===== src/design/afu_settings.svh =====
// Widths, queue depth and read limit for the accelerator shell
`ifndef AFU_SETTINGS_SVH
`define AFU_SETTINGS_SVH

// Host word address and data widths
`define AFU_ADDR_WIDTH 16
`define AFU_DATA_WIDTH 64

// MMIO word offset width
`define AFU_MMIO_ADDR_WIDTH 8

// Entries per request queue and the occupancy count width (must hold the depth)
`define AFU_FIFO_DEPTH 8
`define AFU_COUNT_WIDTH 4

// Kernel reads in flight and the width of their counter
`define AFU_MAX_READS 4
`define AFU_READS_WIDTH 3

`endif


===== src/design/afu_pkg.sv =====
// Shared types of the shell: memory request, MMIO strobes, kernel control and status
// Register offsets of the MMIO block
`default_nettype none
`include "afu_settings.svh"

package afu_pkg;

    // One host memory request, write data is ignored for reads
    typedef struct packed {
        logic                       write;
        logic [`AFU_ADDR_WIDTH-1:0] addr;
        logic [`AFU_DATA_WIDTH-1:0] data;
    } mem_req_t;

    // MMIO strobes from the host, each a single cycle
    typedef struct packed {
        logic                            read;
        logic                            write;
        logic [`AFU_MMIO_ADDR_WIDTH-1:0] addr;
        logic [`AFU_DATA_WIDTH-1:0]      wdata;
    } mmio_req_t;

    typedef struct packed {
        logic                       start;
        logic [`AFU_ADDR_WIDTH-1:0] src;
        logic [`AFU_ADDR_WIDTH-1:0] dst;
        logic [`AFU_ADDR_WIDTH-1:0] count;
        logic [`AFU_DATA_WIDTH-1:0] addend;
    } kernel_ctrl_t;

    typedef struct packed {
        logic                       busy;
        logic                       done;
        logic [`AFU_ADDR_WIDTH-1:0] words_done;
    } kernel_status_t;

    // Word offsets on the MMIO port
    localparam logic [`AFU_MMIO_ADDR_WIDTH-1:0] REG_CTRL     = 'd0;
    localparam logic [`AFU_MMIO_ADDR_WIDTH-1:0] REG_STATUS   = 'd1;
    localparam logic [`AFU_MMIO_ADDR_WIDTH-1:0] REG_SRC      = 'd2;
    localparam logic [`AFU_MMIO_ADDR_WIDTH-1:0] REG_DST      = 'd3;
    localparam logic [`AFU_MMIO_ADDR_WIDTH-1:0] REG_COUNT    = 'd4;
    localparam logic [`AFU_MMIO_ADDR_WIDTH-1:0] REG_ADDEND   = 'd5;
    localparam logic [`AFU_MMIO_ADDR_WIDTH-1:0] REG_DMA_ADDR = 'd6;
    localparam logic [`AFU_MMIO_ADDR_WIDTH-1:0] REG_DMA_DATA = 'd7;
    localparam logic [`AFU_MMIO_ADDR_WIDTH-1:0] REG_SCRATCH  = 'd8;

endpackage

`default_nettype wire


===== src/design/req_fifo.sv =====
// Synchronous request queue with a generic payload and an occupancy count
`timescale 1ns/1ps
`default_nettype none
`include "afu_settings.svh"

module req_fifo #(
    parameter type payload_t = logic
) (
    input  wire                          clk,
    input  wire                          rst,
    input  wire                          push,
    input  wire payload_t                push_data,
    input  wire                          pop,
    output payload_t                     head,
    output logic                         empty,
    output logic                         full,
    output logic [`AFU_COUNT_WIDTH-1:0]  count
);

    localparam int PTR_WIDTH = $clog2(`AFU_FIFO_DEPTH);

    payload_t               mem [`AFU_FIFO_DEPTH];
    logic [PTR_WIDTH-1:0]   wr_ptr;
    logic [PTR_WIDTH-1:0]   rd_ptr;
    logic                   do_push;
    logic                   do_pop;

    assign do_push = push && !full;
    assign do_pop  = pop && !empty;

    assign head  = mem[rd_ptr];
    assign empty = (count == '0);
    assign full  = (count == `AFU_FIFO_DEPTH);

    always_ff @(posedge clk) begin
        if (do_push) begin
            mem[wr_ptr] <= push_data;
        end
    end

    always_ff @(posedge clk) begin
        if (rst) begin
            wr_ptr <= '0;
            rd_ptr <= '0;
            count  <= '0;
        end else begin
            if (do_push) begin
                wr_ptr <= (wr_ptr == `AFU_FIFO_DEPTH - 1) ? '0 : wr_ptr + 1'b1;
            end
            if (do_pop) begin
                rd_ptr <= (rd_ptr == `AFU_FIFO_DEPTH - 1) ? '0 : rd_ptr + 1'b1;
            end
            case ({do_push, do_pop})
                2'b10:   count <= count + 1'b1;
                2'b01:   count <= count - 1'b1;
                default: count <= count;
            endcase
        end
    end

endmodule

`default_nettype wire


===== src/design/mmio_csr.sv =====
// MMIO register block: kernel control, status readback, scratch register
// and the DMA write path with its sticky overflow flag
`timescale 1ns/1ps
`default_nettype none
`include "afu_settings.svh"

module mmio_csr (
    input  wire                              clk,
    input  wire                              rst,
    input  wire afu_pkg::mmio_req_t          mmio,
    output logic [`AFU_DATA_WIDTH-1:0]       mmio_readdata,
    output logic                             mmio_readdatavalid,
    output afu_pkg::kernel_ctrl_t            kernel_ctrl,
    input  wire afu_pkg::kernel_status_t     kernel_status,
    output logic                             dma_push,
    output afu_pkg::mem_req_t                dma_req,
    input  wire                              dma_full
);

    logic [`AFU_ADDR_WIDTH-1:0] src_addr;
    logic [`AFU_ADDR_WIDTH-1:0] dst_addr;
    logic [`AFU_ADDR_WIDTH-1:0] word_count;
    logic [`AFU_ADDR_WIDTH-1:0] dma_addr;
    logic [`AFU_DATA_WIDTH-1:0] addend;
    logic [`AFU_DATA_WIDTH-1:0] scratch;
    logic [`AFU_DATA_WIDTH-1:0] rd_value;
    logic                       start_pulse;
    logic                       dma_overflow;
    logic                       dma_hit;

    // A data write streams out at the current DMA address
    assign dma_hit  = mmio.write && (mmio.addr == afu_pkg::REG_DMA_DATA);
    assign dma_push = dma_hit && !dma_full;

    always_comb begin
        dma_req.write = 1'b1;
        dma_req.addr  = dma_addr;
        dma_req.data  = mmio.wdata;
    end

    always_comb begin
        kernel_ctrl.start  = start_pulse;
        kernel_ctrl.src    = src_addr;
        kernel_ctrl.dst    = dst_addr;
        kernel_ctrl.count  = word_count;
        kernel_ctrl.addend = addend;
    end

    always_ff @(posedge clk) begin
        if (rst) begin
            start_pulse  <= 1'b0;
            src_addr     <= '0;
            dst_addr     <= '0;
            word_count   <= '0;
            addend       <= '0;
            dma_addr     <= '0;
            scratch      <= '0;
            dma_overflow <= 1'b0;
        end else begin
            start_pulse <= 1'b0;
            if (mmio.write) begin
                case (mmio.addr)
                    afu_pkg::REG_CTRL:     start_pulse <= mmio.wdata[0];
                    afu_pkg::REG_SRC:      src_addr    <= mmio.wdata[`AFU_ADDR_WIDTH-1:0];
                    afu_pkg::REG_DST:      dst_addr    <= mmio.wdata[`AFU_ADDR_WIDTH-1:0];
                    afu_pkg::REG_COUNT:    word_count  <= mmio.wdata[`AFU_ADDR_WIDTH-1:0];
                    afu_pkg::REG_ADDEND:   addend      <= mmio.wdata;
                    afu_pkg::REG_DMA_ADDR: dma_addr    <= mmio.wdata[`AFU_ADDR_WIDTH-1:0];
                    afu_pkg::REG_SCRATCH:  scratch     <= mmio.wdata;
                    default: ;
                endcase
            end
            // Address moves on only for words that made it into the queue
            if (dma_push) begin
                dma_addr <= dma_addr + 1'b1;
            end else if (dma_hit) begin
                dma_overflow <= 1'b1;
            end
        end
    end

    // Status layout: busy [0], done [1], overflow [2], words done from bit 16
    always_comb begin
        rd_value = '0;
        case (mmio.addr)
            afu_pkg::REG_STATUS: begin
                rd_value[0] = kernel_status.busy;
                rd_value[1] = kernel_status.done;
                rd_value[2] = dma_overflow;
                rd_value[16 +: `AFU_ADDR_WIDTH] = kernel_status.words_done;
            end
            afu_pkg::REG_SRC:      rd_value[`AFU_ADDR_WIDTH-1:0] = src_addr;
            afu_pkg::REG_DST:      rd_value[`AFU_ADDR_WIDTH-1:0] = dst_addr;
            afu_pkg::REG_COUNT:    rd_value[`AFU_ADDR_WIDTH-1:0] = word_count;
            afu_pkg::REG_ADDEND:   rd_value = addend;
            afu_pkg::REG_DMA_ADDR: rd_value[`AFU_ADDR_WIDTH-1:0] = dma_addr;
            afu_pkg::REG_SCRATCH:  rd_value = scratch;
            default: ;
        endcase
    end

    always_ff @(posedge clk) begin
        if (rst) begin
            mmio_readdatavalid <= 1'b0;
            mmio_readdata      <= '0;
        end else begin
            mmio_readdatavalid <= mmio.read;
            if (mmio.read) begin
                mmio_readdata <= rd_value;
            end
        end
    end

endmodule

`default_nettype wire


===== src/design/kernel_engine.sv =====
// Kernel that reads a block of host words, adds a constant to each one
// and writes the results to a destination range
`timescale 1ns/1ps
`default_nettype none
`include "afu_settings.svh"

module kernel_engine (
    input  wire                               clk,
    input  wire                               rst,
    input  wire afu_pkg::kernel_ctrl_t        kernel_ctrl,
    output afu_pkg::kernel_status_t           kernel_status,
    output logic                              push,
    output afu_pkg::mem_req_t                 push_req,
    input  wire [`AFU_COUNT_WIDTH-1:0]        queue_count,
    input  wire                               queue_empty,
    input  wire [`AFU_DATA_WIDTH-1:0]         host_readdata,
    input  wire                               host_readdatavalid
);

    logic                       busy;
    logic                       done;
    logic [`AFU_ADDR_WIDTH-1:0] src_ptr;
    logic [`AFU_ADDR_WIDTH-1:0] dst_ptr;
    logic [`AFU_ADDR_WIDTH-1:0] reads_left;
    logic [`AFU_ADDR_WIDTH-1:0] writes_left;
    logic [`AFU_ADDR_WIDTH-1:0] words_done;
    logic [`AFU_DATA_WIDTH-1:0] addend;
    logic [`AFU_READS_WIDTH-1:0] in_flight;
    logic                       slot_ok;
    logic                       read_push;
    logic                       resp_push;

    // Every read in flight keeps a queue slot in reserve for its result
    assign slot_ok = (queue_count + in_flight) < `AFU_FIFO_DEPTH;

    // A returning word always wins the push port
    assign resp_push = busy && host_readdatavalid;
    assign read_push = busy && (reads_left != '0) && !host_readdatavalid
                       && (in_flight < `AFU_MAX_READS) && slot_ok;
    assign push      = read_push || resp_push;

    always_comb begin
        push_req.write = resp_push;
        push_req.addr  = resp_push ? dst_ptr : src_ptr;
        push_req.data  = resp_push ? (host_readdata + addend) : '0;
    end

    always_comb begin
        kernel_status.busy       = busy;
        kernel_status.done       = done;
        kernel_status.words_done = words_done;
    end

    always_ff @(posedge clk) begin
        if (rst) begin
            busy        <= 1'b0;
            done        <= 1'b0;
            src_ptr     <= '0;
            dst_ptr     <= '0;
            reads_left  <= '0;
            writes_left <= '0;
            words_done  <= '0;
            addend      <= '0;
        end else if (!busy && kernel_ctrl.start) begin
            busy        <= 1'b1;
            done        <= 1'b0;
            src_ptr     <= kernel_ctrl.src;
            dst_ptr     <= kernel_ctrl.dst;
            reads_left  <= kernel_ctrl.count;
            writes_left <= kernel_ctrl.count;
            words_done  <= '0;
            addend      <= kernel_ctrl.addend;
        end else if (busy) begin
            if (read_push) begin
                src_ptr    <= src_ptr + 1'b1;
                reads_left <= reads_left - 1'b1;
            end
            if (resp_push) begin
                dst_ptr     <= dst_ptr + 1'b1;
                writes_left <= writes_left - 1'b1;
                words_done  <= words_done + 1'b1;
            end
            // Finished once every result has left the queue
            if ((writes_left == '0) && queue_empty) begin
                busy <= 1'b0;
                done <= 1'b1;
            end
        end
    end

    // Reads issued but not yet answered
    always_ff @(posedge clk) begin
        if (rst) begin
            in_flight <= '0;
        end else if (read_push) begin
            in_flight <= in_flight + 1'b1;
        end else if (resp_push) begin
            in_flight <= in_flight - 1'b1;
        end
    end

endmodule

`default_nettype wire


===== src/design/host_mem_arbiter.sv =====
// Round-robin merge of the DMA and kernel queues onto the host memory port
// with an output register held steady under waitrequest
`timescale 1ns/1ps
`default_nettype none

module host_mem_arbiter (
    input  wire                      clk,
    input  wire                      rst,
    input  wire afu_pkg::mem_req_t   dma_head,
    input  wire                      dma_empty,
    output logic                     dma_pop,
    input  wire afu_pkg::mem_req_t   kern_head,
    input  wire                      kern_empty,
    output logic                     kern_pop,
    output afu_pkg::mem_req_t        host_req,
    output logic                     host_valid,
    input  wire                      host_waitrequest
);

    logic can_load;
    logic last_kern;

    // Output register is free or hands its request over this cycle
    assign can_load = !host_valid || !host_waitrequest;

    always_comb begin
        dma_pop  = 1'b0;
        kern_pop = 1'b0;
        if (can_load) begin
            if (!dma_empty && !kern_empty) begin
                // Both waiting, so the side not served last goes first
                kern_pop = !last_kern;
                dma_pop  = last_kern;
            end else begin
                dma_pop  = !dma_empty;
                kern_pop = !kern_empty;
            end
        end
    end

    always_ff @(posedge clk) begin
        if (rst) begin
            host_valid <= 1'b0;
            last_kern  <= 1'b0;
        end else if (can_load) begin
            host_valid <= dma_pop || kern_pop;
            if (kern_pop) begin
                last_kern <= 1'b1;
            end else if (dma_pop) begin
                last_kern <= 1'b0;
            end
        end
    end

    always_ff @(posedge clk) begin
        if (dma_pop) begin
            host_req <= dma_head;
        end else if (kern_pop) begin
            host_req <= kern_head;
        end
    end

endmodule

`default_nettype wire


===== src/design/afu.sv =====
// Accelerator shell top level: CSR block, kernel, DMA and kernel request
// queues and the host memory arbiter
`timescale 1ns/1ps
`default_nettype none
`include "afu_settings.svh"

module afu (
    input  wire                          clk,
    input  wire                          rst,
    input  wire afu_pkg::mmio_req_t      mmio,
    output logic [`AFU_DATA_WIDTH-1:0]   mmio_readdata,
    output logic                         mmio_readdatavalid,
    output afu_pkg::mem_req_t            host_req,
    output logic                         host_valid,
    input  wire                          host_waitrequest,
    input  wire [`AFU_DATA_WIDTH-1:0]    host_readdata,
    input  wire                          host_readdatavalid
);

    afu_pkg::kernel_ctrl_t        kernel_ctrl;
    afu_pkg::kernel_status_t      kernel_status;
    afu_pkg::mem_req_t            dma_req;
    afu_pkg::mem_req_t            dma_head;
    afu_pkg::mem_req_t            kern_req;
    afu_pkg::mem_req_t            kern_head;
    logic                         dma_push;
    logic                         dma_full;
    logic                         dma_empty;
    logic                         dma_pop;
    logic                         kern_push;
    logic                         kern_empty;
    logic                         kern_pop;
    logic [`AFU_COUNT_WIDTH-1:0]  kern_count;

    mmio_csr u_csr (
        .clk, .rst, .mmio, .mmio_readdata, .mmio_readdatavalid,
        .kernel_ctrl, .kernel_status, .dma_push, .dma_req, .dma_full
    );

    // Only the kernel issues reads, so responses go straight to it
    kernel_engine u_kernel (
        .clk, .rst, .kernel_ctrl, .kernel_status,
        .push(kern_push), .push_req(kern_req),
        .queue_count(kern_count), .queue_empty(kern_empty),
        .host_readdata, .host_readdatavalid
    );

    req_fifo #(.payload_t(afu_pkg::mem_req_t)) dma_q (
        .clk, .rst, .push(dma_push), .push_data(dma_req), .pop(dma_pop),
        .head(dma_head), .empty(dma_empty), .full(dma_full), .count()
    );

    req_fifo #(.payload_t(afu_pkg::mem_req_t)) kern_q (
        .clk, .rst, .push(kern_push), .push_data(kern_req), .pop(kern_pop),
        .head(kern_head), .empty(kern_empty), .full(), .count(kern_count)
    );

    host_mem_arbiter u_arb (
        .clk, .rst, .dma_head, .dma_empty, .dma_pop,
        .kern_head, .kern_empty, .kern_pop,
        .host_req, .host_valid, .host_waitrequest
    );

endmodule

`default_nettype wire


===== config.mk =====
export PLATFORM = sky130hd
export DESIGN_NAME = afu
export DESIGN_NICKNAME = d
export VERILOG_FILES = /design/src/design/afu_pkg.sv /design/src/design/req_fifo.sv /design/src/design/mmio_csr.sv /design/src/design/kernel_engine.sv /design/src/design/host_mem_arbiter.sv /design/src/design/afu.sv
export VERILOG_INCLUDE_DIRS = /design/src /design/src/design
export SDC_FILE = /design/constraint.sdc
export NUM_CORES = 2
export LEC_CHECK = 0
export BUFFER_PORTS_ARGS = -buffer_cell sky130_fd_sc_hd__buf_2
export CORE_ASPECT_RATIO = 1.75
export CORE_MARGIN = 2
export CORE_UTILIZATION = 40
export DETAILED_ROUTE_END_ITERATION = 10
export MAX_ROUTING_LAYER = met4
export REMOVE_ABC_BUFFERS = 1
export SLEW_MARGIN = 10
export SYNTH_ARGS = -nofsm -noshare
export SYNTH_HDL_FRONTEND = slang
export SYNTH_SLANG_ARGS = --single-unit

===== constraint.sdc =====
create_clock -name clk -period 14.1 [get_ports clk]
set_input_delay 4.23 -clock clk [delete_from_list [all_inputs] [get_ports clk]]
set_output_delay 4.23 -clock clk [all_outputs]
set_load 0.02 [all_outputs]

==> out/metrics.yaml <==
critical_path:
  critical_path.top_delay_family: "simple AND/OR/NAND/NOR gates"
  max_stage_delay_ps: 820
  required_ps: 14590
  critPathCaptureType: "register"
  path_max_fanout: 8
  crit_type: "in2reg"
  crit_path_top_delay_cell: "a31oi_1"
  arrival_ps: 8950
  path_cells: "buf_2, ha_1, nand4_1, nor2_1, nand4_1, a31oi_1, o2111ai_1, buf_4, or4_1, a211oi_1, nor3_1, nor3_1"
  critPathBufInv: 2
  start_kind: "input port"
grt:
  gr-usage-met2_pct: 39.5
  grt_overflow_total: 0
  grt_max_degree: 85
  grt_use_total_pct: 23.4
  grt_pass1_wl_mm: 312
  busiest_layer: "met2"
  grt_use_met1_pct: 29.4
  grt_pass1_vias: 46000
  use_met3_pct: 3.08
  antenna_found_initial: 14
layout:
  final_cells: 7894
  layout.nets: 5569
  syn2layout_area_growth_pct: 13.1
  multi_input_area_mm2: 0.0225
  fin_area_mm2: 0.0832
  fin_util_pct: 45.4
  regArea_mm2: 0.0499
  drive_gt1_share_pct: 18.6
  nFillCells: 16300
floorplanning:
  initial_core_util_pct: 40.2
  ios: 289
  die_x_um: 328
  rows: 208
  coreArea_mm2: 0.183
  die_h_um: 571
  die-area_mm2: 0.187
timing:
  finalCriticalPeriod_ps: 8460
  worst_pin_slew_ps: 1250
  fin_skew_ps: 37.8
  relSlewSlack_pct: 17.0
  maxSlewViolCount: 0
  setup_viol: 0
  max_freq_ghz: 0.118
  rsz0062_at_grt: "no"
  finalHoldViolCount: 0
  whs_ps: 457
  min_period_over_period_pct: 60.0
logic_synthesis:
  ys_ff_latch: 1805
  synth_area_per_cell_um2: 14.4
  synth_top_area_share_pct: 55.9
  yosysMostFrequentCell: "edfxtp_1"
  yosysUniqueCellTypes: 80
  ys_warn_count: 0
  ys.flop_type: "edfxtp_1"
  synth_common_cells: "1369 x edfxtp_1, 665 x nand2_1, 503 x a21oi_1"
  synthCells: 5112
  syn_area_mm2: 0.0736
  synth_top_area_cell: "edfxtp_1"
  seq_area_frac_synth_pct: 67.7
  yosys-top-cells-area: "edfxtp_1 56%, dfxtp_1 12%, mux4_2 9.9%"
  synthArstFlopShare_pct: 0
  synth_edf_count: 1369
power:
  powerDensity_mw_per_mm2: 146
  max-vdd-ir-drop_v: 0.000104
  p_leak_nw: 27.7
  total_power_mw: 12.1
clocking:
  clock_path_buffers: 4
  htree_levels: 4
  numClockSinks: 1805
  clkLatencyLatePin_ps: 820
  cts_root_buffer: "clkbuf_16"
  cts_tree: "built"
  cts_setup_buffers: 0
  cts_buffers: 172
  cts-hold-fix-buffers: 0
  post_cts_resized: 0
  clk_pin_slew_ps: 60
placement:
  place_area_mm2: 0.0776
  dp.cells: 7580
  finalWeightedCongestion: 0.944
  portBuffers: 288
  dpl.hpwl_mm: 139
route:
  wl_per_cell_um: 27.3
  ant_nets: 0
  drtIter0Drc: 4738
  num_vias: 46000
  vias_per_cell: 5.83
  route.detailed.drc: 0
  drtPass1Iterations: 6
  routed_wl_mm: 215
status:
  outcome: "completed"
flow_run:
  drv_cap: 0
worst_hold_path:
  hold_class: "reg2reg"
## state kept, by name (all words and copies together), names as in the netlist, 64 cells and up, named ones only
signal / flops
u_csr.addend: 64
dma_q.mem: 640
u_csr.mmio_readdata: 64
kern_q.mem: 648
u_arb.host_req: 81
u_csr.scratch: 64
u_kernel.addend: 64
## layout by cell type, fill, tap and decap left out, drive strengths merged, types with 86 or more instances in the layout
| master | count |
|---|---|
| edfxtp | 1369 |
| nand2 | 665 |
| a21oi | 503 |
| dfxtp | 436 |
| buf | 374 |
| mux4 | 322 |
| nor2 | 292 |
| clkbuf | 238 |
| o21ai | 123 |
| a211oi | 109 |
| mux2i | 103 |
| nor2b | 90 |
| nor3 | 86 |
## stage by stage
step	setup slack [ps]	setup TNS, ps
global route	5690	0
CTS	5900	0
finish	5640	0
floorplan	-2210	-776500
detailed placement	5080	0
global placement	5060	0
## area by class of cell
class                      count  area share (%)
sequential                  1805            59.9
multi-input combinational   2948            27.0
clock buffer                 238            5.79
tap                         2415            3.63
timing repair buffer         374            2.54
clock inverter                68           0.883
inverter                      38           0.176
antenna                        8          0.0241
## report_power, final
group	leakage [nW]	internal, mW	switching, mW
Sequential	16.6	5.90	0.127
Combinational	8.42	0.556	0.914
Clock	2.71	2.63	2.00
Total	27.7	9.09	3.04
## cells by family (layout without fill, tap and decap cells)
logic type,Yosys count,after routing,synth area share (%)
AO/OA/AOI/OAI,997,997,8.30
XOR/XNOR,71,71,0.845
adder cells (fa/ha/maj),88,88,1.53
buffers and inverters,359,718,1.89
flip-flops,1805,1805,67.7
multiplexers,441,441,11.5
other,0,8,0
AND/OR/NAND/NOR,1351,1351,8.18
## tightest hold or removal path: cells and delay by family (launching register included)
family | cells | cell delay, ps
DFF | 1 | 310
AOI/OAI and AO/OA | 1 | 50
and+or+nand+nor | 1 | 50
## layer usage
metal,vias to the layer above,wire length [µm]
li1,20000,-
met1,23800,85400
met2,1833,109000
met3,357,14700
met4,0,6440
met5,-,0
## worst paths after layout
| kind | startpoint | endpoint | slack (ps) | depth (start not counted) |
|---|---|---|---|---|
| max | host_readdata[19] | kern_q.mem[0][59] | 5640 | 12 |
| min | u_csr.scratch[50] | u_csr.scratch[50] | 460 | 2 |
| max reg2reg | u_kernel.addend[19] | kern_q.mem[0][59] | 8850 | 11 |
| min reg2reg | u_csr.scratch[50] | u_csr.scratch[50] | 460 | 2 |
(Power assumes the default switching activity.)
